[config.mk]
export PLATFORM = sky130hd
export DESIGN_NAME = vga_timing
export DESIGN_NICKNAME = d
export VERILOG_FILES = /design/src/design/vga_text_pkg.sv /design/src/design/vga_timing.sv
export SDC_FILE = /design/constraint.sdc
export NUM_CORES = 1
export LEC_CHECK = 0
export BUFFER_PORTS_ARGS = -buffer_cell sky130_fd_sc_hd__buf_2
export CORE_MARGIN = 3
export CORE_UTILIZATION = 30
export DETAILED_ROUTE_END_ITERATION = 7
export PLACE_DENSITY_LB_ADDON = 0.15
export SETUP_SLACK_MARGIN = 0.5
export SYNTH_ARGS = -nofsm -noshare
export SYNTH_HDL_FRONTEND = slang
export SYNTH_SLANG_ARGS = --single-unit
[constraint.sdc]
create_clock -name clk -period 3.6 [get_ports clk]
set_input_delay 0.72 -clock clk [delete_from_list [all_inputs] [get_ports clk]]
set_output_delay 0.72 -clock clk [all_outputs]
set_load 0.05 [all_outputs]
[src/design/vga_text_pkg.sv]
`default_nettype none

package vga_text_pkg;

	// one byte off the ps2 wire
	typedef logic [7:0] ps2_byte_t;

	// 0 blank, 1..10 digits 0-9, 11..16 A-F
	typedef logic [4:0] char_code_t;

	// row * TEXT_COLS + column
	typedef logic [12:0] text_addr_t;

	typedef logic [9:0] h_count_t;
	typedef logic [9:0] v_count_t;

	// msb is the leftmost pixel
	typedef logic [7:0] glyph_row_t;

	typedef logic [7:0] color_t;

	typedef enum logic [1:0] {
		IDLE,
		BREAK,
		WRITE
	} key_state_t;

	// 640x480 at 60 Hz, pixel clock is the system clock
	localparam int H_ACTIVE     = 640;
	localparam int H_SYNC_START = 656;
	localparam int H_SYNC_END   = 752;
	localparam int H_TOTAL      = 800;

	localparam int V_ACTIVE     = 480;
	localparam int V_SYNC_START = 490;
	localparam int V_SYNC_END   = 492;
	localparam int V_TOTAL      = 525;

	// 8x8 cells
	localparam int TEXT_COLS   = 80;
	localparam int TEXT_ROWS   = 60;
	localparam int TEXT_CELLS  = TEXT_COLS * TEXT_ROWS;
	localparam int GLYPH_COUNT = 17;

	// scan position to pixel out
	localparam int RENDER_LATENCY = 2;

	localparam color_t FG_LEVEL = 8'hFF;
	localparam color_t BG_LEVEL = 8'h00;

	localparam ps2_byte_t BREAK_PREFIX = 8'hF0;

endpackage

`default_nettype wire

[src/design/vga_timing.sv]
`timescale 1ns/10ps
`default_nettype none

module vga_timing (
	input  wire                     clk,
	input  wire                     rst_n,
	output vga_text_pkg::h_count_t  h_count,
	output vga_text_pkg::v_count_t  v_count,
	output logic                    active,
	output logic                    hsync_raw,
	output logic                    vsync_raw
);
	import vga_text_pkg::*;

	h_count_t h_next;
	v_count_t v_next;

	always_comb begin
		h_next = h_count + h_count_t'(1);
		v_next = v_count;
		if (h_count == h_count_t'(H_TOTAL - 1)) begin
			h_next = '0;
			if (v_count == v_count_t'(V_TOTAL - 1))
				v_next = '0;
			else
				v_next = v_count + v_count_t'(1);
		end
	end

	// flags follow the next position so they line up with the counters
	always_ff @(posedge clk) begin
		if (!rst_n) begin
			h_count   <= '0;
			v_count   <= '0;
			// 0,0 is the first visible pixel
			active    <= 1'b1;
			hsync_raw <= 1'b1;
			vsync_raw <= 1'b1;
		end else begin
			h_count   <= h_next;
			v_count   <= v_next;
			active    <= (h_next < H_ACTIVE) && (v_next < V_ACTIVE);
			hsync_raw <= !((h_next >= H_SYNC_START) && (h_next < H_SYNC_END));
			vsync_raw <= !((v_next >= V_SYNC_START) && (v_next < V_SYNC_END));
		end
	end

endmodule

`default_nettype wire

# == Yosys cells after proc, flatten, opt, wreduce, memory -nomap -nowiden ==
# Cells that the tools add are included.
# totals
register_bits,23
out_inout_bits,23
in_bits,2
elab_cells,23
# classes
n_eq_ne,2
reduce_logical,5
addsub,2
order_cmp,6
muxes,3
# op_table
operator,n
2-to-1 mux 10 bit,3
adder 10 x 1 -> 10 bit (second input constant),2
== test 10 bit (second input constant),2
< comparator 10 bit (second input constant),2
< comparator 10 x 9 -> 1 bit (second input constant),2
>= comparator 10 bit (second input constant),1
>= comparator 10 x 9 -> 1 bit (second input constant),1
logical AND 1 bit,3
zero test 1 bit,2

# == Logic depth before layout (Yosys ltp) ==
# logic_depth
depth_word,6
ltp_mapped,8
depth_no_buf,8

# == Least setup slack after synthesis ==
# No wires, ideal clock.
# synth_path
path_kind,register -> register
from,register h_count[0]
to,register vsync_raw
n_path_buf,1
arrival_time_ps,2755
setup_ps,132
slack_ps,713
path_stages_with_launch,9
synth_period_minus_slack_ps,2887
t_required_ps,3468
path_cell_list,dfxtp_1 -> ha_1 -> nand4_1 -> or3_1 -> buf_6 -> or3_4 -> or3b_1 -> a211oi_2 -> nand4b_1
# synth_via
elab_chain_len,5
elab_cells_between_ends,6
classes_between,order compare (2); eq/ne (1); mux (1); reduce/logical (2)
# synth_rtl
item,line,text
from (decl),vga_timing.sv:7,"output vga_text_pkg::h_count_t h_count,"
from (signal assigned),vga_timing.sv:40,h_count <= h_next;
== test 10 bit *,vga_timing.sv:21,if (h_count == h_count_t'(H_TOTAL - 1)) begin
2-to-1 mux 10 bit *,vga_timing.sv:21,
>= comparator 10 x 9 -> 1 bit / < comparator 10 x 9 -> 1 bit (equally long branches),vga_timing.sv:44,vsync_raw <= !((v_next >= V_SYNC_START) && (v_next < V_SYNC_END));
logical AND 1 bit *,vga_timing.sv:44,
zero test 1 bit *,vga_timing.sv:44,
to (signal assigned),vga_timing.sv:44,
to (decl),vga_timing.sv:11,output logic vsync_raw
# Mark *: on every way between the ends. The rest lies on a longest branch, timed or not.
# A chain may end at the register's enable or synchronous reset.

# == Worst setup path after layout ==
# Same ends and word-level chain as after synthesis.

==> run summary <==
Final Setup Violations: 0
Yosys warnings: 0
Final Hold Viols: 0
DR iter-0 viols: 48
multi-input gate area in the final layout: 694.4 um2
row count: 22
Worst Skew: 0.004085 ns
Routed WL: 2898 um
layout cells sized above 1: 21.74%
die height: 69.15 um
layout overhead on the synthesized area: 16.63%
Slew HR: 40.71%
IO Port Bufs: 24
Req. time, crit path: 3.74 ns
share of the synthesized area in the top cell type: 38.49%
Clk Latency, worst-skew pair: 0.26 ns
cts repair resizes: 0
Mapped Cells: 137
Worst-Margin Slew: 0.8825 ns
syn_nets: 142
clock buffer count from CTS: 3
clock buffer depth: 2
Critical Path Source Type: flop
vias per cell: 5.153
Overflow after GRT: 0
Cell Pwr Density: 321.4 nW/um2
clock sinks: 23
Seq pwr share: 58.0%
critical path fanouts, max: 10
mean post-synth cell area: 8.731 um2
placer congestion estimate: 0.9223
Routed wire per std cell: 13.87 um
sw frac: 23.64%
CTS tree: yes
top post-synthesis cells by area: dfxtp_1, xnor2_1, xor2_1
Crit. End Element: flop
DR pass1 iterations: 4
I/O Pins: 25
die area: 4781 um2
HPWL after DPL: 2137 um
LEAKAGE: 0.5170 nW
vias: 1077
CP arrival: 2.79 ns
Distinct cells, synth: 40
cts hold-fix bufs: 0
fillers: 410
Die W: 69.15 um
part of the power in combinational logic: 5.4%
Reg area: 460.4 um2
Psw: 0.1060 mW
Placed Cells: 205
Worst Hold Slack: 0.4924 ns
max cap viols: 0
initial antenna violation count: 0
post-synthesis sequential area ratio: 38.49%
CTS H-tree lvls: 1
DRC violation count after routing: 0
status: finished clean
global-route wire length before repair: 4933 um
Finished Layout Cells: 209
crit path kind: reg2reg
Clock power frac: 36.6%
Fmax: 377.2 MHz
number of global-route vias before repair: 1052
clock root cell: clkbuf_8
Setup Fix Bufs, Post-CTS: 0
Placed Area: 1350 um2
crit path time final: 2.651 ns
max-slew violations: 0
Hold WC Path Type: reg2reg
post-synthesis register bit count: 23
CORE AREA: 3744 um2
GR Util All Layers: 12.59%
Tcrit/Tclk final: 73.64%
final sum of negative setup slack: 0 ns
Final ANT Viol Nets: 0
n_diodes: 0
RSZ-0062 raised after global routing: false
P_int: 0.3424 mW
Final Core Density: 37.27%
Yosys top cell by area: dfxtp_1
Layout Nets: 167
initial core utilization: 31.95%
Max VDD drop: 0.2758 mV
largest net degree at the start of global routing: 18
Worst-path clk slew: 0.09 ns
design area: 1395 um2
synthesized cell area: 1196 um2
-- Yosys cell counts (all sizes together) --
master / count
a211o: 1
and3: 1
clkbuf: 2
a2bb2oi: 1
xnor2: 6
o21ai: 8
and2: 5
nor2b: 5
nand4: 4
o21a: 3
and4: 1
a211oi: 2
buf: 2
or3b: 1
nor2: 10
a21o: 1
xor2: 6
nor3: 6
or4b: 1
o31ai: 3
or2: 1
mux2: 1
o221ai: 1
o41a: 1
a21oi: 2
a22oi: 1
nand3: 9
nand4b: 1
inv: 4
a21boi: 3
nand2: 11
or3: 5
o22ai: 1
nor4bb: 1
dfxtp: 23
ha: 3
-- per-stage QoR --
step	power (mW)	setup slack, ns
2_1_floorplan	0.2836	0.7129
3_3_place_gp	0.2906	0.9922
3_5_place_dp	0.2910	0.9350
4_1_cts	0.4557	0.9341
5_1_grt	0.4711	0.6946
6_report	0.4484	0.9489
-- flip-flops by register name (all words and copies together), names as in the netlist --
signal and flops:
h_count 10, v_count 10, vsync_raw 1, active 1, hsync_raw 1
-- power groups by stage --
| stage | Combinational, mW | Sequential [mW] | Clock (mW) |
|---|---|---|---|
| 2_1_floorplan | 0.00765 | 0.276 | 0 |
| 3_3_place_gp | 0.0245 | 0.266 | 0 |
| 3_5_place_dp | 0.0246 | 0.266 | 0 |
| 4_1_cts | 0.0247 | 0.260 | 0.171 |
| 5_1_grt | 0.0263 | 0.261 | 0.184 |
| 6_report | 0.0240 | 0.260 | 0.164 |
-- kinds of logic after synthesis --
logic type,count (synthesis),synth area share [%]
simple gates,62,28.77
mux,1,0.9414
fa+ha+maj,3,3.138
xor+xnor,12,8.787
flops,23,38.49
buf+inv,8,3.452
compound gates,28,16.42
-- critical path, stage by stage (launching register included) --
cell and delay [ns]:
dfxtp_1 0.40, ha_1 0.23, nand4_1 0.17, or3_1 0.54
or3_4 0.46, or3b_1 0.37, a211oi_2 0.25, nand4b_1 0.11
-- final timing paths --
check	start	endpoint	slack, ns	depth (start not counted)
setup / recovery	h_count[0]	vsync_raw	0.95	7
hold / removal	h_count[0]	h_count[0]	0.49	1
setup reg to reg	h_count[0]	vsync_raw	0.95	7
hold reg to reg	h_count[0]	h_count[0]	0.49	1
-- final cells by class --
type | instances | area share (%)
clock buffers | 4 | 3.229
inverters | 4 | 1.076
multi-input cells | 106 | 49.78
flip-flops and latches | 23 | 33.00
well taps | 48 | 4.305
repair buffers | 24 | 8.610
-- routing by layer --
layer / GRT usage (%) / routed length [um] / part of all wire [%]
met5: 0 / 0 / 0
met4: 4.989 / 59 / 2.0
met3: 3.499 / 140 / 4.8
met2: 20.87 / 1395 / 48
met1: 15.32 / 1303 / 45
-- layout by cell type (no fill, tap or decap), drive strengths merged, types with 2 or more instances in the layout --
master and n:
clkbuf 4, inv 4, nand4 4, ha 3, or3 5, o21a 3
o21ai 8, a21oi 2, a211oi 2, and2 5, nor3 6, a21boi 3
o31ai 3, xnor2 6, nor2 10, nand2 11, xor2 6, dfxtp 23
buf 24, nor2b 5, nand3 9
(Power assumes the default switching activity.)
