File: src/design/font.hex
// one 8x8 glyph per line, font row 0 in the top byte: blank, 0-9, A-F
0000000000000000
3C666E7666663C00
1838181818187E00
3C66060C30607E00
3C66061C06663C00
0C1C3C6C7E0C0C00
7E607C0606663C00
3C607C6666663C00
7E060C1830303000
3C66663C66663C00
3C66663E060C3800
183C66667E666600
7C66667C66667C00
3C66606060663C00
786C6666666C7800
7E60607C60607E00
7E60607C60606000

File: src/design/vga_text_pkg.sv
`default_nettype none

package vga_text_pkg;

	// one byte off the ps2 wire
	typedef logic [7:0] ps2_byte_t;

	// 0 blank, 1..10 digits 0-9, 11..16 A-F
	typedef logic [4:0] char_code_t;

	// row * TEXT_COLS + column
	typedef logic [12:0] text_addr_t;

	typedef logic [9:0] h_count_t;
	typedef logic [9:0] v_count_t;

	// msb is the leftmost pixel
	typedef logic [7:0] glyph_row_t;

	typedef logic [7:0] color_t;

	typedef enum logic [1:0] {
		IDLE,
		BREAK,
		WRITE
	} key_state_t;

	// 640x480 at 60 Hz, pixel clock is the system clock
	localparam int H_ACTIVE     = 640;
	localparam int H_SYNC_START = 656;
	localparam int H_SYNC_END   = 752;
	localparam int H_TOTAL      = 800;

	localparam int V_ACTIVE     = 480;
	localparam int V_SYNC_START = 490;
	localparam int V_SYNC_END   = 492;
	localparam int V_TOTAL      = 525;

	// 8x8 cells
	localparam int TEXT_COLS   = 80;
	localparam int TEXT_ROWS   = 60;
	localparam int TEXT_CELLS  = TEXT_COLS * TEXT_ROWS;
	localparam int GLYPH_COUNT = 17;

	// scan position to pixel out
	localparam int RENDER_LATENCY = 2;

	localparam color_t FG_LEVEL = 8'hFF;
	localparam color_t BG_LEVEL = 8'h00;

	localparam ps2_byte_t BREAK_PREFIX = 8'hF0;

endpackage

`default_nettype wire

File: src/design/glyph_renderer.sv
`timescale 1ns/10ps
`default_nettype none

module glyph_renderer (
	input  wire                          clk,
	input  wire                          rst_n,
	input  wire vga_text_pkg::h_count_t  h_count,
	input  wire vga_text_pkg::v_count_t  v_count,
	input  wire                          active,
	input  wire                          hsync_raw,
	input  wire                          vsync_raw,
	input  wire vga_text_pkg::char_code_t rd_char,
	output logic                         rd_req,
	output vga_text_pkg::text_addr_t     rd_addr,
	output logic                         hsync,
	output logic                         vsync,
	output logic                         blank_n,
	output vga_text_pkg::color_t         vga_r,
	output vga_text_pkg::color_t         vga_g,
	output vga_text_pkg::color_t         vga_b
);
	import vga_text_pkg::*;

	logic [63:0] font_rom [GLYPH_COUNT];
	logic [63:0] glyph_word;
	logic        fetch_d1;
	logic [2:0]  row_d1;
	logic [2:0]  col_d1;
	logic [2:0]  col_d2;
	logic        active_d1;
	logic        hsync_d1;
	logic        vsync_d1;
	glyph_row_t  glyph_row;
	logic        pixel_on;
	color_t      level;

	// glyph row 0 sits in bits 63:56
	initial begin
		$readmemh("/design/src/design/font.hex", font_rom);
	end

	// one fetch per 8-pixel cell
	assign rd_req  = active && (h_count[2:0] == 3'd0);
	assign rd_addr = text_addr_t'(v_count[9:3]) * text_addr_t'(TEXT_COLS)
		+ text_addr_t'(h_count[9:3]);

	assign glyph_word = (rd_char < GLYPH_COUNT) ? font_rom[rd_char] : '0;

	always_ff @(posedge clk) begin
		if (!rst_n) begin
			fetch_d1  <= 1'b0;
			active_d1 <= 1'b0;
			blank_n   <= 1'b0;
			hsync_d1  <= 1'b1;
			hsync     <= 1'b1;
			vsync_d1  <= 1'b1;
			vsync     <= 1'b1;
		end else begin
			fetch_d1  <= rd_req;
			active_d1 <= active;
			blank_n   <= active_d1;
			hsync_d1  <= hsync_raw;
			hsync     <= hsync_d1;
			vsync_d1  <= vsync_raw;
			vsync     <= vsync_d1;
		end
	end

	always_ff @(posedge clk) begin
		row_d1 <= v_count[2:0];
		col_d1 <= h_count[2:0];
		col_d2 <= col_d1;
		// rd_char is valid the cycle after rd_req
		if (fetch_d1)
			glyph_row <= glyph_word[{3'd7 - row_d1, 3'b000} +: 8];
	end

	assign pixel_on = glyph_row[3'd7 - col_d2];
	assign level    = pixel_on ? FG_LEVEL : BG_LEVEL;

	// outside the active area all channels are 0
	assign vga_r = blank_n ? level : '0;
	assign vga_g = blank_n ? level : '0;
	assign vga_b = blank_n ? level : '0;

endmodule

`default_nettype wire

File: config.mk
export PLATFORM = sky130hd
export DESIGN_NAME = glyph_renderer
export DESIGN_NICKNAME = d
export VERILOG_FILES = /design/src/design/vga_text_pkg.sv /design/src/design/glyph_renderer.sv
export SDC_FILE = /design/constraint.sdc
export NUM_CORES = 1
export LEC_CHECK = 0
export BUFFER_PORTS_ARGS = -buffer_cell sky130_fd_sc_hd__buf_2
export CAP_MARGIN = 20
export CORE_MARGIN = 1.5
export CORE_UTILIZATION = 37
export DETAILED_ROUTE_END_ITERATION = 10
export GPL_ROUTABILITY_DRIVEN = 0
export PLACE_DENSITY = 0.84
export SLEW_MARGIN = 15
export SYNTH_ARGS = -nofsm -noshare
export SYNTH_HDL_FRONTEND = slang
export SYNTH_SLANG_ARGS = --single-unit
File: constraint.sdc
create_clock -name clk -period 3.4 [get_ports clk]
set_clock_uncertainty 0.1 [all_clocks]
set_input_delay 0.68 -clock clk [delete_from_list [all_inputs] [get_ports clk]]
set_output_delay 0.68 -clock clk [all_outputs]
set_load 0.05 [all_outputs]
After elaboration in Yosys (flattened, before gate mapping)
Cells that the tools add are included.
{ "op_classes": {"n_addsub": 3, "n_mul": 1, "magnitude_cmp": 2, "shifts": 1, "muxes": 5, "n_reduce_logical": 2} }
{ "ops": {"columns": ["op", "count"], "rows": [
  ["two-way mux 64 bit", 1],
  ["variable part select 64 x 7 -> 8 bit", 1],
  ["two-way mux 8 bit", 2],
  ["adder 13 x 7 -> 13 bit", 1],
  ["multiplier 7 x 3 -> 9 bit, second input constant", 1],
  ["subtractor 3 bit, first input constant", 2],
  ["< comparator 5 bit, second input constant", 1],
  ["< comparator 3 x 4 -> 1 bit, second input constant", 1],
  ["binary-select mux 1 bit (select 3 bit)", 1],
  ["logical NOT 3 bit", 1],
  ["logical AND 1 bit", 1],
  ["two-way mux 1 bit", 1]
]} }
{ "word_totals": {"register_bits": 24, "inputBits": 30, "output_inout_bits": 41, "word_cells": 25} }

Longest topological paths before layout
{ "logic_depth": {"word_depth": 5, "ltp_mapped": 8, "ltp_nobuf": 8} }

Worst setup path after synthesis
Ideal clock, no wire load.
{ "synth_timing": {"path_type": "input -> output", "startpoint": "input v_count[4]", "endpoint": "output rd_addr[12]", "t_arrival_ns": 3.029, "t_required_ns": 2.620, "slack_ns": -0.409, "path_stages": 8, "path_buffers": 0, "path_cell_list": "ha_1 > ha_1 > fa_1 > a21o_1 > a21oi_1 > xnor2_1 > nand3b_1 > xnor2_1"} }
{ "synth_via": {"elab_chain_cells": 2} }
{ "synth_lines": {"columns": ["item", "line_no", "source"], "rows": [
  ["start, declared", "glyph_renderer.sv:8", "input wire vga_text_pkg::v_count_t v_count,"],
  ["multiplier 7 x 3 -> 9 bit", "glyph_renderer.sv:44", "assign rd_addr = text_addr_t'(v_count[9:3]) * text_addr_t'(TEXT_COLS)"],
  ["adder 13 x 7 -> 13 bit", "glyph_renderer.sv:45", "+ text_addr_t'(h_count[9:3]);"],
  ["end, declared", "glyph_renderer.sv:14", "output vga_text_pkg::text_addr_t rd_addr,"]
]} }
Every way passes these cells.

Worst setup path after layout
{ "layout_timing": {"startpoint": "input v_count[4]", "endpoint": "output rd_addr[11]"} }
The elaborated chain is that of the path after synthesis.

==> results.py <==
metrics = {
    "global_route": {
        "grt_pass1_wl_um": 2249,
        "antenna_found_initial": 0,
        "grt-ovfl-total": 0,
        "grt_usage": 0.1212,
        "grt_pass1_vias": 582,
        "grt_max_degree": 7,
    },
    "logic_synthesis": {
        "synth_top_family_by_area": "buffers and inverters",
        "synthMuxAreaShare": 0,
        "synth-xor-area-share": 0.1199,
        "synth_top_area_cell": "buf_4",
        "synth_cell_types": 20,
        "seq_area_frac_synth": 0.1495,
        "synth-simple-area-share": 0.1293,
        "synth_top_area_frac": 0.2617,
        "synth-adder-area-share": 0.2523,
        "synthesis.instances": 85,
        "avgSynthCellArea_um2": 9.450,
        "synth-warning-count": 0,
        "ys_top_cells_by_area": "buf_4 (26%), ha_1 (20%), dfxtp_1 (15%), xnor2_1 (9.8%), fa_1 (5.0%)",
        "synth_compound_area_frac": 0.08255,
        "synth-seq-cells": 6,
        "syn-cell-area_um2": 803.3,
    },
    "flow_run": {
        "maxCapViolCount": 0,
    },
    "placed_design": {
        "io_buffers": 30,
        "post-dp-hpwl_um": 1267,
        "post-place-ws_ps": -199.3,
        "placed_cells": 147,
        "placedInstanceArea_um2": 953.4,
    },
    "detailed_routing": {
        "wire_per_inst_um": 10.94,
        "drc": 0,
        "drt_pass1_iterations": 4,
        "drt_iter0_drc": 10,
        "wl_um": 1663,
        "vias": 627,
        "drtAntennaViolNets": 0,
        "via_per_inst": 4.125,
    },
    "power_and_ir_drop": {
        "cellPowerDensity_nw_per_um2": 472.0,
        "vdd_ir_drop_max_mv": 0.2593,
        "power_mw": 0.5203,
        "p_leak_nw": 0.5801,
    },
    "setup_path": {
        "timing.rr.start": "active_d1",
        "r2r_cells": 1,
        "crit_family": "adder cells",
        "cp_common_cell": "ha_4",
        "critPathArrivalTime_ps": 2570,
        "cp_cell_sequence": "buf_2, ha_4, ha_4, fa_2, nand2_2, nor2_4, nand3b_1, xnor2_2, buf_6",
        "critPathCaptureType": "primary output",
        "crit_buf_inv": 2,
        "required_ps": 2620,
        "critPathMaxStageDelay_ps": 620,
        "startpoint_type": "primary input",
        "r2r_setup_slack_ps": 2770,
        "path_max_fanout": 3,
        "critPathKind": "primary input to primary output",
        "slowest_stage": "fa_2",
        "r2r_end": "blank_n",
    },
    "worst_hold_path": {
        "whs_path_depth": 1,
        "min_to": "hsync",
        "hp-class": "flip-flop to flip-flop",
        "min-delay-start": "hsync_d1",
    },
    "clock_tree": {
        "clk_path_buf_depth": 2,
        "cts_tree": "yes",
        "postCtsHoldBufs": 0,
        "path_clk_slew_ps": 40,
        "cts_root_buf": "clkbuf_4",
        "htreeDepth": 1,
        "worst_skew_pair.late_latency_ps": 240,
        "cts_buffers": 3,
        "clock_sinks": 6,
    },
    "sta": {
        "finalHoldViolCount": 0,
        "holdWs_ps": 307.5,
        "finalSetupViolations": 0,
        "fin_crit_sh": 0.9857,
        "setup_ws_ps": 48.79,
        "finalSetupTns_ps": 0,
        "fmax_ghz": 0.2984,
        "drv_slew": 0,
        "min_period_ps": 3351,
    },
    "layout": {
        "final_cell_mix": "buf_2 (25), conb_1 (24), buf_4 (13)",
        "fin_util": 0.5506,
        "antenna_cells": 0,
        "mostFrequentLayoutCell": "buf_2",
        "register_area_um2": 120.1,
        "multi_input_area_um2": 658.1,
        "layout-drive-gt1-share": 0.4880,
        "stdcell_count": 152,
        "syn_to_final_growth_pct": 37.23,
        "final_cell_area_um2": 1102,
        "final_nets": 172,
        "fillers": 194,
    },
    "floorplanning": {
        "num_rows": 16,
        "coreArea_um2": 2002,
        "fp.dieW_um": 49.60,
        "num_io_pins": 71,
        "dieArea_um2": 2460,
        "die_h_um": 49.60,
        "initial_core_util": 0.4012,
    },
    "status": {
        "status": "finished clean",
    },
}
==> cells in the mapped netlist (all sizes together) <==
cell type and instances:
o21bai 1, conb 1, nand3b 2, dfxtp 6
nor2 3, xnor2 9, xor2 2, a21o 3
and2 2, o21ai 1, a211oi 1, buf 28
nor4b 1, ha 13, nand4b 1, nand2b 4
nand2 2, a21oi 3, fa 2
==> layout make-up <==
cell class | count | area share
timing repair buffer | 42 | 0.2429
tap | 27 | 0.03065
clock buffer | 3 | 0.02043
sequential | 6 | 0.1090
multi-input combinational | 74 | 0.5970
==> what timing repair did <==
action / in CTS / in global routing
gates resized for setup: 9 / 14
endpoints found under the setup margin: 4 / 3
pin swaps: 1 / 9
setup buffers: 0 / 2
==> logic make-up (layout without fill, tap and decap cells) <==
logic type	count (synthesis)	after routing
AO/OA/AOI/OAI	9	9
XOR/XNOR	11	11
adder cells (fa/ha/maj)	15	15
buffers and inverters	28	45
flip-flops	6	6
other	1	24
AND/OR/NAND/NOR	15	15
==> routing by layer <==
layer	track usage	up-vias	wire [µm]
li1	-	313	-
met1	0.1152	276	564
met2	0.2356	36	947
met3	0.03939	2	129
met4	0.04630	0	21
met5	0	-	0
==> registers in the layout, indices dropped and copies added, names as in the netlist <==
| name | cells |
|---|---|
| hsync_d1 | 1 |
| active_d1 | 1 |
| vsync | 1 |
| hsync | 1 |
| vsync_d1 | 1 |
| blank_n | 1 |
==> how the worst max path moves through the flow <==
stage | endpoint | cells after the start | start | slack (ps)
floorplan | rd_addr[12] | 8 | v_count[4] | -180
global placement | rd_addr[12] | 10 | v_count[4] | -140
detailed placement | rd_addr[12] | 10 | v_count[4] | -200
CTS | rd_addr[10] | 10 | v_count[6] | 9
global route | rd_addr[11] | 9 | v_count[4] | -8
finish | rd_addr[11] | 9 | v_count[4] | 50
==> where the power goes <==
part	switching [mW]	internal, mW
logic	0.251	0.132
registers	0.000593	0.0740
clock network	0.0232	0.0397
total	0.274	0.246
Note: power is estimated with default switching activity, not from simulation.
