`src/design/vga_text_pkg.sv`:
```
`default_nettype none

package vga_text_pkg;

	// one byte off the ps2 wire
	typedef logic [7:0] ps2_byte_t;

	// 0 blank, 1..10 digits 0-9, 11..16 A-F
	typedef logic [4:0] char_code_t;

	// row * TEXT_COLS + column
	typedef logic [12:0] text_addr_t;

	typedef logic [9:0] h_count_t;
	typedef logic [9:0] v_count_t;

	// msb is the leftmost pixel
	typedef logic [7:0] glyph_row_t;

	typedef logic [7:0] color_t;

	typedef enum logic [1:0] {
		IDLE,
		BREAK,
		WRITE
	} key_state_t;

	// 640x480 at 60 Hz, pixel clock is the system clock
	localparam int H_ACTIVE     = 640;
	localparam int H_SYNC_START = 656;
	localparam int H_SYNC_END   = 752;
	localparam int H_TOTAL      = 800;

	localparam int V_ACTIVE     = 480;
	localparam int V_SYNC_START = 490;
	localparam int V_SYNC_END   = 492;
	localparam int V_TOTAL      = 525;

	// 8x8 cells
	localparam int TEXT_COLS   = 80;
	localparam int TEXT_ROWS   = 60;
	localparam int TEXT_CELLS  = TEXT_COLS * TEXT_ROWS;
	localparam int GLYPH_COUNT = 17;

	// scan position to pixel out
	localparam int RENDER_LATENCY = 2;

	localparam color_t FG_LEVEL = 8'hFF;
	localparam color_t BG_LEVEL = 8'h00;

	localparam ps2_byte_t BREAK_PREFIX = 8'hF0;

endpackage

`default_nettype wire

```
`src/design/key_decoder.sv`:
```
`timescale 1ns/10ps
`default_nettype none

module key_decoder (
	input  wire                        clk,
	input  wire                        rst_n,
	input  wire vga_text_pkg::ps2_byte_t ps2_byte,
	input  wire                        ps2_strobe,
	input  wire                        wr_grant,
	output logic                       wr_req,
	output vga_text_pkg::text_addr_t   wr_addr,
	output vga_text_pkg::char_code_t   wr_char
);
	import vga_text_pkg::*;

	key_state_t state;
	logic       map_hit;
	char_code_t map_char;

	// set 2 make codes only
	always_comb begin
		map_hit  = 1'b1;
		map_char = char_code_t'(0);
		case (ps2_byte)
			8'h45: map_char = char_code_t'(1);
			8'h16: map_char = char_code_t'(2);
			8'h1E: map_char = char_code_t'(3);
			8'h26: map_char = char_code_t'(4);
			8'h25: map_char = char_code_t'(5);
			8'h2E: map_char = char_code_t'(6);
			8'h36: map_char = char_code_t'(7);
			8'h3D: map_char = char_code_t'(8);
			8'h3E: map_char = char_code_t'(9);
			8'h46: map_char = char_code_t'(10);
			8'h1C: map_char = char_code_t'(11);
			8'h32: map_char = char_code_t'(12);
			8'h21: map_char = char_code_t'(13);
			8'h23: map_char = char_code_t'(14);
			8'h24: map_char = char_code_t'(15);
			8'h2B: map_char = char_code_t'(16);
			// space
			8'h29: map_char = char_code_t'(0);
			default: map_hit = 1'b0;
		endcase
	end

	assign wr_req = (state == WRITE);

	always_ff @(posedge clk) begin
		if (!rst_n) begin
			state   <= IDLE;
			wr_addr <= '0;
		end else begin
			case (state)
				IDLE: begin
					if (ps2_strobe) begin
						if (ps2_byte == BREAK_PREFIX)
							state <= BREAK;
						else if (map_hit)
							state <= WRITE;
					end
				end
				// released key code, drop it
				BREAK: begin
					if (ps2_strobe)
						state <= IDLE;
				end
				WRITE: begin
					if (wr_grant) begin
						state <= IDLE;
						if (wr_addr == text_addr_t'(TEXT_CELLS - 1))
							wr_addr <= '0;
						else
							wr_addr <= wr_addr + text_addr_t'(1);
					end
				end
				default: state <= IDLE;
			endcase
		end
	end

	always_ff @(posedge clk) begin
		if (state == IDLE && ps2_strobe && map_hit && ps2_byte != BREAK_PREFIX)
			wr_char <= map_char;
	end

endmodule

`default_nettype wire

```
`config.mk`:
```
export PLATFORM = sky130hd
export DESIGN_NAME = key_decoder
export DESIGN_NICKNAME = d
export VERILOG_FILES = /design/src/design/vga_text_pkg.sv /design/src/design/key_decoder.sv
export SDC_FILE = /design/constraint.sdc
export NUM_CORES = 1
export LEC_CHECK = 0
export BUFFER_PORTS_ARGS = -buffer_cell sky130_fd_sc_hd__buf_4
export CAP_MARGIN = 15
export CORE_MARGIN = 2
export CORE_UTILIZATION = 52
export DETAILED_ROUTE_END_ITERATION = 8
export GPL_TIMING_DRIVEN = 1
export HOLD_SLACK_MARGIN = 0.12
export PLACE_DENSITY_LB_ADDON = 0.25
export SLEW_MARGIN = 30
export SYNTH_ARGS = -nofsm -noshare
export SYNTH_HDL_FRONTEND = slang
export SYNTH_SLANG_ARGS = --single-unit
```
`constraint.sdc`:
```
create_clock -name clk -period 2.3 [get_ports clk]
set_clock_uncertainty 0.1 [all_clocks]
set_input_delay 0.46 -clock clk [delete_from_list [all_inputs] [get_ports clk]]
set_output_delay 0.46 -clock clk [all_outputs]
set_load 0.005 [all_outputs]
```
# Yosys cells after proc, flatten, opt, wreduce, memory -nomap -nowiden
# Index checks and enable logic that the tools add are counted.
dict set report classes {
  multipliers 0
  n_div 0
  magnitude_cmp 0
  eq_ne 26
  muxes 9
  n_bitwise 0
  n_shift 0
  n_addsub 1
  n_reduce_logical 7
}
# op n
set ops {}
lappend ops {{equality test 8 x 6 -> 1 bit, second input constant} 12}
lappend ops {{case mux 5 bit (16 select lines)} 1}
lappend ops {{equality test 8 x 5 -> 1 bit, second input constant} 3}
lappend ops {{OR reduction 17 bit} 1}
lappend ops {{equality test 8 x 7 -> 1 bit, second input constant} 2}
lappend ops {{adder 13 x 1 -> 13 bit, second input constant} 1}
lappend ops {{equality test 13 bit, second input constant} 1}
lappend ops {{two-way mux 13 bit} 1}
lappend ops {{two-way mux 2 bit} 5}
lappend ops {{equality test 8 bit, second input constant} 1}
lappend ops {{inequality test 8 bit, second input constant} 1}
lappend ops {{inequality test 2 bit, second input constant} 3}
lappend ops {{case mux 2 bit (3 select lines)} 1}
lappend ops {{AND reduction 4 bit} 1}
lappend ops {{logical AND 1 bit} 3}
lappend ops {{inequality test 3 bit, second input constant} 1}
lappend ops {{equality test 2 x 1 -> 1 bit, second input constant} 1}
lappend ops {{equality test 2 bit, second input constant} 1}
lappend ops {{logical NOT 2 bit} 1}
lappend ops {{AND reduction 2 bit} 1}
lappend ops {{two-way mux 1 bit} 1}
dict set report word_totals {
  ff_bits 20
  mem_count 0
  wordCells 46
  rom_bits 0
  latchBits 0
  mem_bits_rw 0
}

# Logic depth before layout (Yosys ltp)
dict set report logic_depth {
  depth_word 7
  mapped_depth 6
}

# Worst setup path before layout
# OpenSTA, ideal clock, no wires.
dict set report synth_path {
  path_type {input to register}
  from {in ps2_byte[1]}
  to {reg wr_char[0], enable pin}
  n_path_buf 0
  required_time_ns 1.840
  arrival_ns 1.585
  slack_ns 0.256
  stages 3
  setup_time_ns 0.360
  path_cell_list {or4b_1 -> or2_0 -> a31oi_1}
}
dict set report synth_between {
  elab_chain_cells 5
  word_cells_on_any_way 22
  cone_classes {eq/ne (18); mux (1); reduce/logical (3)}
}
# item line_no
set synth_rtl {}
lappend synth_rtl {{from (decl)} key_decoder.sv:7} ;# input wire vga_text_pkg::ps2_byte_t ps2_byte,
lappend synth_rtl {{equality test 8 x 6 -> 1 bit, or another cell as far along} key_decoder.sv:24} ;# case (ps2_byte)
lappend synth_rtl {{OR reduction 17 bit (no line)} -}
lappend synth_rtl {{two-way mux 1 bit} key_decoder.sv:24}
lappend synth_rtl {{logical AND 1 bit} key_decoder.sv:83} ;# if (state == IDLE && ps2_strobe && map_hit && ps2_byte != BREAK_PREFIX)
lappend synth_rtl {{logical AND 1 bit *} key_decoder.sv:83}
lappend synth_rtl {{to (signal assigned)} key_decoder.sv:84} ;# wr_char <= map_char;
lappend synth_rtl {{to (decl)} key_decoder.sv:12} ;# output vga_text_pkg::char_code_t wr_char
# Every way passes the cells marked *; elsewhere a longest branch is shown, timed or not.
# A chain may end at the register's enable or synchronous reset.

# Worst setup path after layout
dict set report layout_path {
  from {reg state[1]}
  to {reg wr_addr[7]}
}
dict set report layout_between {
  elab_chain_cells 2
}
# item line_no
set layout_rtl {}
lappend layout_rtl {{from (decl)} key_decoder.sv:16} ;# key_state_t state;
lappend layout_rtl {{from (signal assigned)} key_decoder.sv:51} ;# state <= IDLE;
lappend layout_rtl {{from (signal assigned)} key_decoder.sv:58} ;# state <= BREAK;
lappend layout_rtl {{from (signal assigned)} key_decoder.sv:60} ;# state <= WRITE;
lappend layout_rtl {{equality test 2 bit} key_decoder.sv:54} ;# case (state)
lappend layout_rtl {{AND reduction 2 bit (no line)} -}
lappend layout_rtl {{to (signal assigned)} key_decoder.sv:74} ;# wr_addr <= wr_addr + text_addr_t'(1);
lappend layout_rtl {{to (decl)} key_decoder.sv:11} ;# output vga_text_pkg::text_addr_t wr_addr,
# No other way between the ends.

==> flow_summary.toml <==
[yosys]
synth_top_area_cell = "dfxtp_1"
synth.distinct_cells = 49
avgSynthCellArea_um2 = 8.57
ys_ff_latch = 20
syn_area_mm2 = 0.00129
synth_edf_count = 5
ys_seq_area_frac = 0.350
synthCells = 150
async_reset_ff_frac = 0
synthTopCellsByArea = "dfxtp_1, edfxtp_1, xor2_1, nor2_1, nand3_1"
synth_top_area_frac = 0.233
synthTopCellsByCount = "dfxtp_1, nor2_1, nand3_1"
synth_flop_cell = "dfxtp_1"
synth_nets = 163
yosysWarnings = 0

[flow_run]
cap_violations = 0

[clock_network]
htree_levels = 1
cts-buffers-inserted = 3
clock-sinks = 20
clk_pin_slew_ns = 0.11
cts_buffer_depth = 2
cts-resized-gates = 0
cts_tree = "done"
post_cts_buffers = 0
insertion_delay_ns = 0.30
ctsRootBufferMaster = "clkbuf_4"
cts_hold_buf = 0

[pwr]
irDropWorstVdd_mv = 0.455
pwr-share-clk = 0.393
seqPwrFrac = 0.495
p_sw_mw = 0.155
combPwrFrac = 0.112
intPower_mw = 0.575
power_density_mw_per_mm2 = 461
swShare = 0.213
p_leak_nw = 0.623

[detailed_routing]
drc = 0
first_iter_violations = 22
avgViaCountPerCell = 5.93
drtAntennaViolNets = 0
avgRoutedWirePerCell_um = 13.5
num_vias = 1240
drtPass1Iterations = 4
wirelength_um = 2830

[timing]
min_period_ns = 1.89
setup_slack_ns = 0.406
max_slew_margin = 0.710
rsz0062_at_grt = "no"
finalSetupViolCount = 0
worstMarginPinSlew_ns = 0.434
fmax_mhz = 528
finalCritPeriodShare = 0.824
hold_viol_final = 0
finalMaxSlewViolations = 0
setup_tns_ns = 0

[floorplan]
fp-row-count = 18
start_util = 0.534
die-area_mm2 = 0.00289
core_area_mm2 = 0.00241
ios = 31
die_x_um = 53.7
die_h_um = 53.7

[hold_path]
hp-class = "primary input to register"

[global_routing]
grt_use_total = 0.212
grt_pass1_wl_um = 4620
grt_pass1_vias = 1112
antenna_found_initial = 0
grt_remaining_overflow = 0
grt_start_max_net_pins = 15

[cells_and_area]
drive_above_1_share = 0.218
area_growth_pct = 23.2
antenna_cells = 0
utilization = 0.657
design_area_mm2 = 0.00158
num-fill-cells = 200
final_nets = 193

[worst_setup_path]
worstPathRequired_ns = 2.41
crit_type = "register to register"
path_max_fanout = 11
arrival_ns = 2.01
setup.worst_path.start_class = "register"
crit_path_end_kind = "register"

[placed_design]
placed_area_mm2 = 0.00153
hpwlAfterDp_um = 2200
portBuffers = 30
place_ws_ns = 0.195
gp_congestion = 0.917

[outcome]
status = "finished clean"
## stage by stage
| stage | power [mW] | hold WS [ns] | std cells |
|---|---|---|---|
| global route | 0.753 | 0.344 | 209 |
| global placement | 0.449 | 0.390 | 205 |
| detailed placement | 0.451 | 0.396 | 205 |
| finish | 0.731 | 0.336 | 209 |
| CTS | 0.734 | 0.341 | 209 |
| floorplan | 0.420 | 0.384 | 150 |
## layer usage
| layer | part of all wire | global-route usage | vias up |
|---|---|---|---|
| li1 | - | - | 617 |
| met1 | 0.40 | 0.238 | 578 |
| met2 | 0.54 | 0.400 | 37 |
| met3 | 0.032 | 0.0167 | 8 |
| met4 | 0.025 | 0.0940 | 0 |
| met5 | 0 | 0 | - |
## critical path, stage by stage, from the launching register on
cell and delay [ns]:
dfxtp_1 0.49, and3b_1 0.43, nand3_1 0.18, o31ai_1 0.35, buf_4 0.21, nor2_1 0.05
## sequential cells by signal (all words and copies together), names as in the netlist
signal and cells:
wr_char 5, state 2, wr_addr 13
## logic make-up after synthesis
| logic type | Yosys count | share of synthesized area |
|---|---|---|
| flip-flops | 20 | 0.350 |
| AND/OR/NAND/NOR | 79 | 0.375 |
| XOR/XNOR | 11 | 0.0749 |
| AO/OA/AOI/OAI | 28 | 0.145 |
| buffers and inverters | 10 | 0.0370 |
| adder cells (fa/ha/maj) | 1 | 0.00973 |
| multiplexers | 1 | 0.00778 |
## path summary, 6_finish.rpt
kind,from,end,slack (ns),depth (start not counted)
worst max register to register,state[1],wr_addr[7],0.41,5
worst max-delay path,state[1],wr_addr[7],0.41,5
worst min-delay path,rst_n,wr_addr[0],0.34,2
worst min register to register,wr_addr[12],wr_addr[12],0.41,2
## area by class of cell
type                       instances  area (um^2)  area share
clock inverter                     1         30.0      0.0190
tap                               30         37.5      0.0237
multi-input combinational        120          788       0.498
clock buffer                       3         22.5      0.0142
sequential                        20          450       0.284
timing repair buffer              33          248       0.156
inverter                           2         7.51     0.00474
## layout by cell type, fill, tap and decap left out, types with 3 or more instances in the layout
cell	Yosys	layout
buf_4	1	33
nor2_1	15	15
dfxtp_1	15	15
nand3_1	9	9
a21oi_1	7	7
nand2_1	7	7
xor2_1	7	7
nand4_1	6	6
nand2b_1	5	5
and3_1	5	5
nor2b_1	5	5
edfxtp_1	5	5
o21ai_1	4	4
xnor2_1	4	4
or3_1	3	3
nor3_1	3	3
nand3b_1	3	3
clkbuf_4	0	3
## power groups by stage
stage	Sequential [mW]	Combinational [mW]	Clock [mW]
3_5_place_dp	0.369	0.0818	0
5_1_grt	0.362	0.0910	0.300
2_1_floorplan	0.369	0.0511	0
4_1_cts	0.361	0.0820	0.291
3_3_place_gp	0.369	0.0792	0
6_report	0.361	0.0819	0.287
Note: power is estimated with default switching activity, not from simulation.
