===== config.mk =====
export PLATFORM = sky130hd
export DESIGN_NAME = ps2_receiver
export DESIGN_NICKNAME = d
export VERILOG_FILES = /design/src/design/vga_text_pkg.sv /design/src/design/ps2_receiver.sv
export SDC_FILE = /design/constraint.sdc
export NUM_CORES = 1
export LEC_CHECK = 0
export ABC_AREA = 1
export ABC_CLOCK_PERIOD_IN_PS = 1820
export BUFFER_PORTS_ARGS = -buffer_cell sky130_fd_sc_hd__buf_2
export CORE_UTILIZATION = 55
export DETAILED_ROUTE_END_ITERATION = 7
export MAX_ROUTING_LAYER = met4
export PLACE_DENSITY_LB_ADDON = 0.1
export SLEW_MARGIN = 20
export SYNTH_ARGS = -nofsm -noshare
export SYNTH_HDL_FRONTEND = slang
export SYNTH_SLANG_ARGS = --single-unit

===== constraint.sdc =====
create_clock -name clk -period 1.82 [get_ports clk]
set_input_delay 0.364 -clock clk [delete_from_list [all_inputs] [get_ports clk]]
set_output_delay 0.364 -clock clk [all_outputs]
set_load 0.005 [all_outputs]

===== src/design/vga_text_pkg.sv =====
`default_nettype none

package vga_text_pkg;

	// one byte off the ps2 wire
	typedef logic [7:0] ps2_byte_t;

	// 0 blank, 1..10 digits 0-9, 11..16 A-F
	typedef logic [4:0] char_code_t;

	// row * TEXT_COLS + column
	typedef logic [12:0] text_addr_t;

	typedef logic [9:0] h_count_t;
	typedef logic [9:0] v_count_t;

	// msb is the leftmost pixel
	typedef logic [7:0] glyph_row_t;

	typedef logic [7:0] color_t;

	typedef enum logic [1:0] {
		IDLE,
		BREAK,
		WRITE
	} key_state_t;

	// 640x480 at 60 Hz, pixel clock is the system clock
	localparam int H_ACTIVE     = 640;
	localparam int H_SYNC_START = 656;
	localparam int H_SYNC_END   = 752;
	localparam int H_TOTAL      = 800;

	localparam int V_ACTIVE     = 480;
	localparam int V_SYNC_START = 490;
	localparam int V_SYNC_END   = 492;
	localparam int V_TOTAL      = 525;

	// 8x8 cells
	localparam int TEXT_COLS   = 80;
	localparam int TEXT_ROWS   = 60;
	localparam int TEXT_CELLS  = TEXT_COLS * TEXT_ROWS;
	localparam int GLYPH_COUNT = 17;

	// scan position to pixel out
	localparam int RENDER_LATENCY = 2;

	localparam color_t FG_LEVEL = 8'hFF;
	localparam color_t BG_LEVEL = 8'h00;

	localparam ps2_byte_t BREAK_PREFIX = 8'hF0;

endpackage

`default_nettype wire


===== src/design/ps2_receiver.sv =====
`timescale 1ns/10ps
`default_nettype none

module ps2_receiver (
	input  wire                      clk,
	input  wire                      rst_n,
	input  wire                      ps2_clk,
	input  wire                      ps2_data,
	output vga_text_pkg::ps2_byte_t  ps2_byte,
	output logic                     ps2_strobe
);
	import vga_text_pkg::*;

	logic [2:0]  clk_sync;
	logic [2:0]  data_sync;
	logic        clk_prev;
	logic        clk_fall;
	logic [10:0] frame;
	logic [3:0]  bit_cnt;
	logic        frame_done;
	logic        frame_good;

	// device drives data on the rising edge, so sample on falling
	assign clk_fall = clk_prev & ~clk_sync[2];

	always_ff @(posedge clk) begin
		if (!rst_n) begin
			clk_sync <= 3'b111;
			clk_prev <= 1'b1;
		end else begin
			clk_sync <= {clk_sync[1:0], ps2_clk};
			clk_prev <= clk_sync[2];
		end
	end

	always_ff @(posedge clk) begin
		data_sync <= {data_sync[1:0], ps2_data};
	end

	// lsb first, start bit ends up in frame[0]
	always_ff @(posedge clk) begin
		if (!rst_n) begin
			bit_cnt    <= '0;
			frame_done <= 1'b0;
		end else begin
			frame_done <= 1'b0;
			if (clk_fall) begin
				if (bit_cnt == 4'd10) begin
					bit_cnt    <= '0;
					frame_done <= 1'b1;
				end else begin
					bit_cnt <= bit_cnt + 4'd1;
				end
			end
		end
	end

	always_ff @(posedge clk) begin
		if (clk_fall)
			frame <= {data_sync[2], frame[10:1]};
	end

	// start low, odd parity over data+parity, stop high
	assign frame_good = ~frame[0] & (^frame[9:1]) & frame[10];

	always_ff @(posedge clk) begin
		if (!rst_n)
			ps2_strobe <= 1'b0;
		else
			ps2_strobe <= frame_done & frame_good;
	end

	always_ff @(posedge clk) begin
		if (frame_done && frame_good)
			ps2_byte <= frame[8:1];
	end

endmodule

`default_nettype wire


Word level (Yosys, flattened, before mapping). Cells that the tools add are included.

Flip-flop bits (word level): 32. Input bits: 4. Output and inout port bits: 9. Logic and storage cells: 21.

Add/subtract/negate cells: 1. Equality and inequality tests: 1. Muxes and demuxes: 2. Bitwise logic cells: 6. Reduce and logical (&&, ||, !) cells: 3.

Operators with widths (count): 9-bit parity (1); 4-bit by 1-bit adder with 4-bit output, second input constant (1); 1-bit AND (4); 4-bit == test, second input constant (1); 4-bit two-way mux (1); 1-bit NOT (2); 2-bit AND reduction (1); 1-bit logical AND (1); 1-bit two-way mux (1).

Depth between registers and ports, before layout. Gate-level depths: netlist of the first run.

Word-level depth: 4. Depth in mapped cells: 9. Gate-level depth less buffers: 9.

Worst setup path after synthesis of the first run. Ideal clock, no wire load.

Path kind: register -> register. Start point: register frame[7]. End point: register ps2_byte[0], enable pin. Library setup time: 324 ps. Arrival time: 1078 ps. Slack: 418 ps. Cell stages (with the launch flop): 10. Buffers on the path: 0. Clock period less this slack: 1402 ps. Cells stage by stage: edfxtp_1 -> inv_1 -> nand2_1 -> nand3_2 -> nand2_1 -> nand2_1 -> nand2_1 -> nand2_1 -> nand3_2 -> inv_1.

Longest elaborated chain between the ends: 4.

Ends and longest elaborated chain: start, declared (line ps2_receiver.sv:18) `logic [10:0] frame;`; start signal, assigned (line ps2_receiver.sv:60) `frame <= {data_sync[2], frame[10:1]};`; 9-bit parity (line ps2_receiver.sv:64) `assign frame_good = ~frame[0] & (^frame[9:1]) & frame[10];`; 1-bit AND (2 in series) (line ps2_receiver.sv:64); 1-bit logical AND (line ps2_receiver.sv:74) `if (frame_done && frame_good)`; end signal, assigned (line ps2_receiver.sv:75) `ps2_byte <= frame[8:1];`; end, declared (line ps2_receiver.sv:9) `output vga_text_pkg::ps2_byte_t ps2_byte,`.

No other way between the ends. A chain may end at the register's enable or synchronous reset.

Final worst setup path of the first run.
Start point: register frame[1]. End point: register ps2_byte[4], enable pin.

Same word-level chain as after synthesis.

==> results of run 1 <==
-- metal layers --
metal	up-vias	share of wire
met3	4	0.058
li1	376	-
met5	-	0
met1	325	0.46
met2	18	0.46
met4	0	0.018
-- area by class of cell --
cell class                      count  area, sq um
Sequential cell                    32        830.8
Tap cell                           27        33.78
Fill cell                         161        668.1
Multi-Input combinational cell     57        279.0
Inverter                           16        60.06
Clock buffer                        7        45.04
Timing Repair Buffer               12        60.06
Clock inverter                      1        5.005
-- worst register-to-register path, stage by stage (launching register included) --
cell and delay [ns]:
edfxtp_1 0.45, nand2_1 0.10, inv_1 0.04, nor2_1 0.11, inv_1 0.05, nand2_1 0.08
nand2_1 0.06, nand2_1 0.07, nand3_2 0.08, inv_1 0.22
-- worst paths after layout --
kind / startpoint / endpoint / slack, ns
worst max-delay path: frame[1]$_DFFE_PP_ / ps2_byte[4]$_DFFE_PP_ / 0.25
worst min-delay path: ps2_data / data_sync[0]$_DFF_P_ / 0.14
worst max register to register: frame[1]$_DFFE_PP_ / ps2_byte[4]$_DFFE_PP_ / 0.25
worst min register to register: data_sync[1]$_DFF_P_ / data_sync[2]$_DFF_P_ / 0.34
-- power groups by stage --
stage          Sequential, W  Clock [W]  Combinational (W)
2_1_floorplan       0.000793          0          0.0000184
3_5_place_dp        0.000795          0          0.0000254
3_3_place_gp        0.000795          0          0.0000246
4_1_cts             0.000778   0.000376          0.0000255
6_report            0.000778   0.000369          0.0000250
5_1_grt             0.000780   0.000406          0.0000291
-- stage by stage --
stage	hold WS [ns]	instance area (sq um)	setup WS (ns)	std cells
finish	0.1392	1314	0.2529	152
global route	0.1128	1314	0.09611	152
CTS	0.1276	1314	0.2441	152
detailed placement	0.3171	1264	0.2657	144
global placement	0.3122	1264	0.2693	144
floorplan	0.3096	1170	0.4178	105
-- layout by cell type (no fill, tap or decap), types with 2 or more instances in the layout --
master / instances
or2_2: 3
nor2_1: 7
inv_1: 12
buf_2: 12
edfxtp_1: 19
nor3_1: 6
nand2_1: 26
nand3_1: 3
nand2_2: 2
inv_2: 4
clkbuf_1: 2
nand3_2: 3
clkbuf_4: 5
dfxtp_1: 13
-- cells by family (layout without fill, tap and decap cells) --
kind of cell / Yosys count / in the layout
AND/OR/NAND/NOR: 54 / 54
flip-flops: 32 / 32
buffers and inverters: 16 / 36
AO/OA/AOI/OAI: 3 / 3
-- state kept, by name, indices dropped and copies added, names as in the netlist --
| register | flops |
|---|---|
| bit_cnt | 4 |
| clk_prev | 1 |
| clk_sync | 3 |
| data_sync | 3 |
| frame | 11 |
| frame_done | 1 |
| ps2_byte | 8 |
| ps2_strobe | 1 |
==> flow_metrics.tcl, run 1 <==
set metrics [dict create \
    place.gp.congestion 0.7308 \
    grt-busiest-layer "met2" \
    die_x_um 48.12 \
    area_growth_pct 12.30 \
    synth_edf_count 19 \
    hold_buffers 0 \
    p_comb_frac 0.021 \
    clk_pin_slew_ns 0.09 \
    gr-usage-met1 0.1796 \
    clock_skew_ns 0.01276 \
    cts_resized 0 \
    ios 13 \
    hpwl_um 1090 \
    critPathBufInv 3 \
    ys_ff_latch 32 \
    rows 16 \
    drt_first_pass_iters 4 \
    synth_compound_area_frac 0.01283 \
    yosysWarnings 0 \
    crit_type "reg2reg" \
    clockPowerShare 0.315 \
    synth_area_leaders "edfxtp_1 (49%), dfxtp_1 (22%), nand2_1 (8.3%)" \
    sw_frac_of_total 0.2047 \
    postSynth.asyncResetShare 0 \
    slew_headroom 0.8179 \
    crit_chain "nand2_1 > inv_1 > nor2_1 > inv_1 > nand2_1 > nand2_1 > nand2_1 > nand3_2 > inv_1" \
    clockRootBuffer "clkbuf_4" \
    grt_overflow 0 \
    synth_area_leader_cell "edfxtp_1" \
    layout.nets 128 \
    postSynthCellCount 105 \
    cap_violations 0 \
    synth_xor_area_frac 0 \
    yosys_most_used_dff "edfxtp_1" \
    grt.met2_usage 0.2595 \
    finalSetupViolations 0 \
    cts_setup_buffers 0 \
    dieHeight_um 48.12 \
    yosysTopAreaCellShare 0.4877 \
    ir_worst_vdd_mv 0.6860 \
    switching_power_w 0.0002399 \
    grt_pass1_wl_um 2421 \
    power.share.sequential 0.664 \
    diodes 0 \
    cp.arrival_ns 1.58 \
    end_kind "flop" \
    synth-simple-area-share 0.2257 \
    drtIter0Drc 22 \
    synthMuxAreaShare 0 \
    synthesis.nets 109 \
    worst_setup_path_start_kind "flop" \
    grt_pass1_vias 626 \
    cp_num_cells 9 \
    reg2regPathDepth 9 \
    finalSetupTns_ns 0 \
    yosysMostFrequentCell "nand2_1" \
    hold_viol 0 \
    viasPerCell 4.757 \
    slew_viol_final 0 \
    crit_fanout 8 \
    numCtsBuffers 5 \
    dieArea_sq_mm 0.002316 \
    path_delay_family "simple AND/OR/NAND/NOR gates" \
    cts_tree "built" \
    track_usage 0.1769 \
    worst_path_largest_cell_delay_ns 0.45 \
    slowest_stage "edfxtp_1" \
    yosysSeqAreaShare 0.7102 \
    core-area_sq_mm 0.001982 \
    leakage_nw 0.5657 \
    start_util 0.5903 \
    grt_max_degree 15 \
    vias 723 \
    p_int_w 0.0009324 \
    crit_path_frequent_cell "nand2_1" \
    synthTopCellsByCount "nand2_1 (26), edfxtp_1 (19), dfxtp_1 (13), inv_1 (12), nor2_1 (7)" \
    grt.met3_usage 0.1111 \
    netlist_area_sq_mm 0.001170 \
    cts_max_level 2 \
    cts_sinks 32 \
    period_share 0.8610 \
    syn_area_per_cell_sq_um 11.14 \
    drc 0 \
    yosys.area_share.adder 0 \
    clock_path_buffers 2 \
    min_path_cells 1 \
    ys_types 18 \
    fin_crit_ns 1.567 \
    p_per_area_mw_per_mm2 892.3 \
    wl_per_cell_um 10.09 \
    synth_top_family_by_area "simple AND/OR/NAND/NOR gates" \
    antenna_found_initial 0 \
    ant_nets 0 \
    wl_um 1533 \
    io_buffers 12 \
    drive_gt1_frac 0.2560 \
    hold_class "in2reg" \
    crit_required_ns 1.83 \
    clock_latency_ns 0.32 \
    fin_util 0.6629 \
    rsz0062_at_grt "no" \
    worstMarginPinSlew_ns 0.2727 \
    outcome "complete, no violations" \
    finalPower_w 0.001172 \
    fmax_mhz 638.1 \
]
No activity file was read; power rests on OpenSTA's default activity.
==> run 2, diff against run 1 <==
Settings changed: ABC_CLOCK_PERIOD_IN_PS 1820 to 1300, CORE_UTILIZATION 55 to 49.
Clock period 1.82 ns to 1.3 ns, I/O delays scaled along.
==> run 2 against run 1 <==
Effect of this change: largest power group unchanged; fmax increased by 6.7%; flip-flop and latch count unchanged; combinational power increased by 100%; clock skew decreased by 0.0015 ns; non-clock buffer count increased by 12; core utilization decreased by 0.29 points; global-route usage decreased by 1.1 points; the flow now finishes with violations (negative setup slack); cell count increased by 8.6%; power increased by 48%; count of clock-buffer cells in the layout decreased by 1.
==> flow_metrics.tcl, run 2 (synthesized netlist as in run 1, its figures left out) <==
set metrics [dict create \
    worstMarginPinSlew_ns 0.2796 \
    drive_gt1_frac 0.4380 \
    grt_pass1_vias 694 \
    wl_um 1761 \
    cts_max_level 2 \
    dpl_worst_slack_ns -0.1716 \
    reg2regPathDepth 9 \
    place.gp.congestion 0.7455 \
    antenna_found_initial 0 \
    viasPerCell 4.709 \
    setup_ws_ns -0.1686 \
    violations "negative setup slack" \
    hold_viol 0 \
    outcome "finished, violations left" \
    grt_max_degree 15 \
    clock_path_buffers 2 \
    largest_register_ff_count 11 \
    core-area_sq_mm 0.002233 \
    crit_start "frame[2]$_DFFE_PP_" \
    regMostFlops "frame" \
    die_x_um 50.86 \
    vias 777 \
    reg2reg_slack_ns -0.17 \
    hold_class "in2reg" \
    fillCellCount 186 \
    finalPower_w 0.001733 \
    drtIter0Drc 13 \
    ios 13 \
    final_common_cell "nand2_1" \
    leakage_nw 0.6258 \
    clock_latency_ns 0.33 \
    numCtsBuffers 5 \
    period_share 1.130 \
    diodes 0 \
    slowest_stage "edfxtp_1" \
    cp.arrival_ns 1.51 \
    crit_fanout 8 \
    crit_chain "nand2_1 > inv_2 > nor2_4 > inv_2 > nand2_2 > nand2_2 > nand2_2 > nand3_4 > inv_6" \
    finalSetupViolations 9 \
    area_growth_pct 25.99 \
    slew_viol_final 0 \
    cap_violations 0 \
    path_delay_family "simple AND/OR/NAND/NOR gates" \
    largestRegisters "frame: 11 flops, ps2_byte: 8 flops, bit_cnt: 4 flops" \
    dieArea_sq_mm 0.002587 \
    worstReg2RegStart "frame[2]$_DFFE_PP_" \
    io_buffers 12 \
    rows 17 \
    crit_type "reg2reg" \
    fmax_mhz 680.9 \
    crit_path_frequent_cell "nand2_2" \
    cts_tree "built" \
    worst_path_largest_cell_delay_ns 0.45 \
    drc 0 \
    fin_util 0.6599 \
    drt_first_pass_iters 4 \
    fin_crit_ns 1.469 \
    p_per_area_mw_per_mm2 1176 \
    critPathBufInv 3 \
    grt_pass1_wl_um 2842 \
    hpwl_um 1205 \
    grt_overflow 0 \
    clk_pin_slew_ns 0.10 \
    dieHeight_um 50.86 \
    ir_worst_vdd_mv 0.8899 \
    track_usage 0.1659 \
    wl_per_cell_um 10.67 \
    worst_setup_path_start_kind "flop" \
    end_kind "flop" \
    crit_required_ns 1.34 \
    ant_nets 0 \
    slew_headroom 0.8133 \
    clockRootBuffer "clkbuf_4" \
    endpoint "ps2_byte[7]$_DFFE_PP_" \
    layout.nets 140 \
    cts_sinks 32 \
    clock_skew_ns 0.01123 \
    rsz0062_at_grt "yes" \
    r2r_end "ps2_byte[7]$_DFFE_PP_" \
    cp_num_cells 9 \
    start_util 0.5238 \
    layout_common_cells "nand2_1 (22), edfxtp_1 (19), dfxtp_1 (13)" \
]
==> run 2: cell count changes in the layout (fill, tap and decap cells not counted), sizes merged <==
cell         delta
dlygate4sd3     +1
clkbuf          -1
clkinv          -1
clkinvlp        +1
inv             +1
buf            +11
==> run 2: cell type report <==
cell class | count | area [sq um] | share of cell area
flip-flops and latches | 32 | 830.8 | 0.5637
repair buffers | 24 | 156.4 | 0.1061
inverters | 16 | 65.06 | 0.04414
clock buffers | 6 | 51.30 | 0.03480
clock inverters | 2 | 13.76 | 0.009338
well taps | 28 | 35.03 | 0.02377
multi-input cells | 57 | 321.6 | 0.2182
==> run 2: repair_timing <==
item,4_1_cts,5_1_grt
pin swaps,7,4
setup buffers,3,2
hold endpoints to repair,0,1
hold buffers,0,1
gates resized for setup,9,10
gates cloned,0,0
setup endpoints to repair,9,9
==> run 2: stage by stage <==
step	instances	instance area (sq um)	TNS, ns	hold slack [ns]
2_1_floorplan	105	1172	-0.1218	0.2877
3_3_place_gp	151	1313	-0.6858	0.3129
3_5_place_dp	151	1313	-1.405	0.3168
4_1_cts	162	1421	-1.074	0.02023
5_1_grt	165	1474	-2.160	0.09922
6_report	165	1474	-1.305	0.1171
==> run 2: per-layer routing <==
metal  wire length, um  vias up  GRT usage  share of wire
met1               754      352     0.1584           0.43
met3                88        5    0.05357          0.050
met4                38        0     0.1111          0.022
met2               881       20     0.2844           0.50
li1                  -      400          -              -
met5                 0        -          -              0
==> run 2: how the worst min path moves through the flow <==
stage	startpoint	to	slack, ns	depth (start not counted)
2_1_floorplan	ps2_data	data_sync[0]$_DFF_P_	0.29	0
3_3_place_gp	data_sync[0]$_DFF_P_	data_sync[1]$_DFF_P_	0.31	0
3_5_place_dp	data_sync[0]$_DFF_P_	data_sync[1]$_DFF_P_	0.32	0
4_1_cts	ps2_data	data_sync[0]$_DFF_P_	0.02	1
5_1_grt	ps2_clk	clk_sync[0]$_SDFF_PN1_	0.1	2
6_report	ps2_clk	clk_sync[0]$_SDFF_PN1_	0.12	2
==> run 2: report_power, final <==
group          switching, W  total [W]  internal [W]
clock              0.000328   0.000592      0.000264
combinational     0.0000284  0.0000507     0.0000223
sequential       0.00000820    0.00109       0.00108
total              0.000365    0.00173       0.00137
==> run 2: worst reg2reg max path: stages, from the launching register on <==
cell	delay (ns)
edfxtp_1	0.45
nand2_1	0.11
inv_2	0.05
nor2_4	0.12
inv_2	0.04
nand2_2	0.07
nand2_2	0.06
nand2_2	0.08
nand3_4	0.10
inv_6	0.10
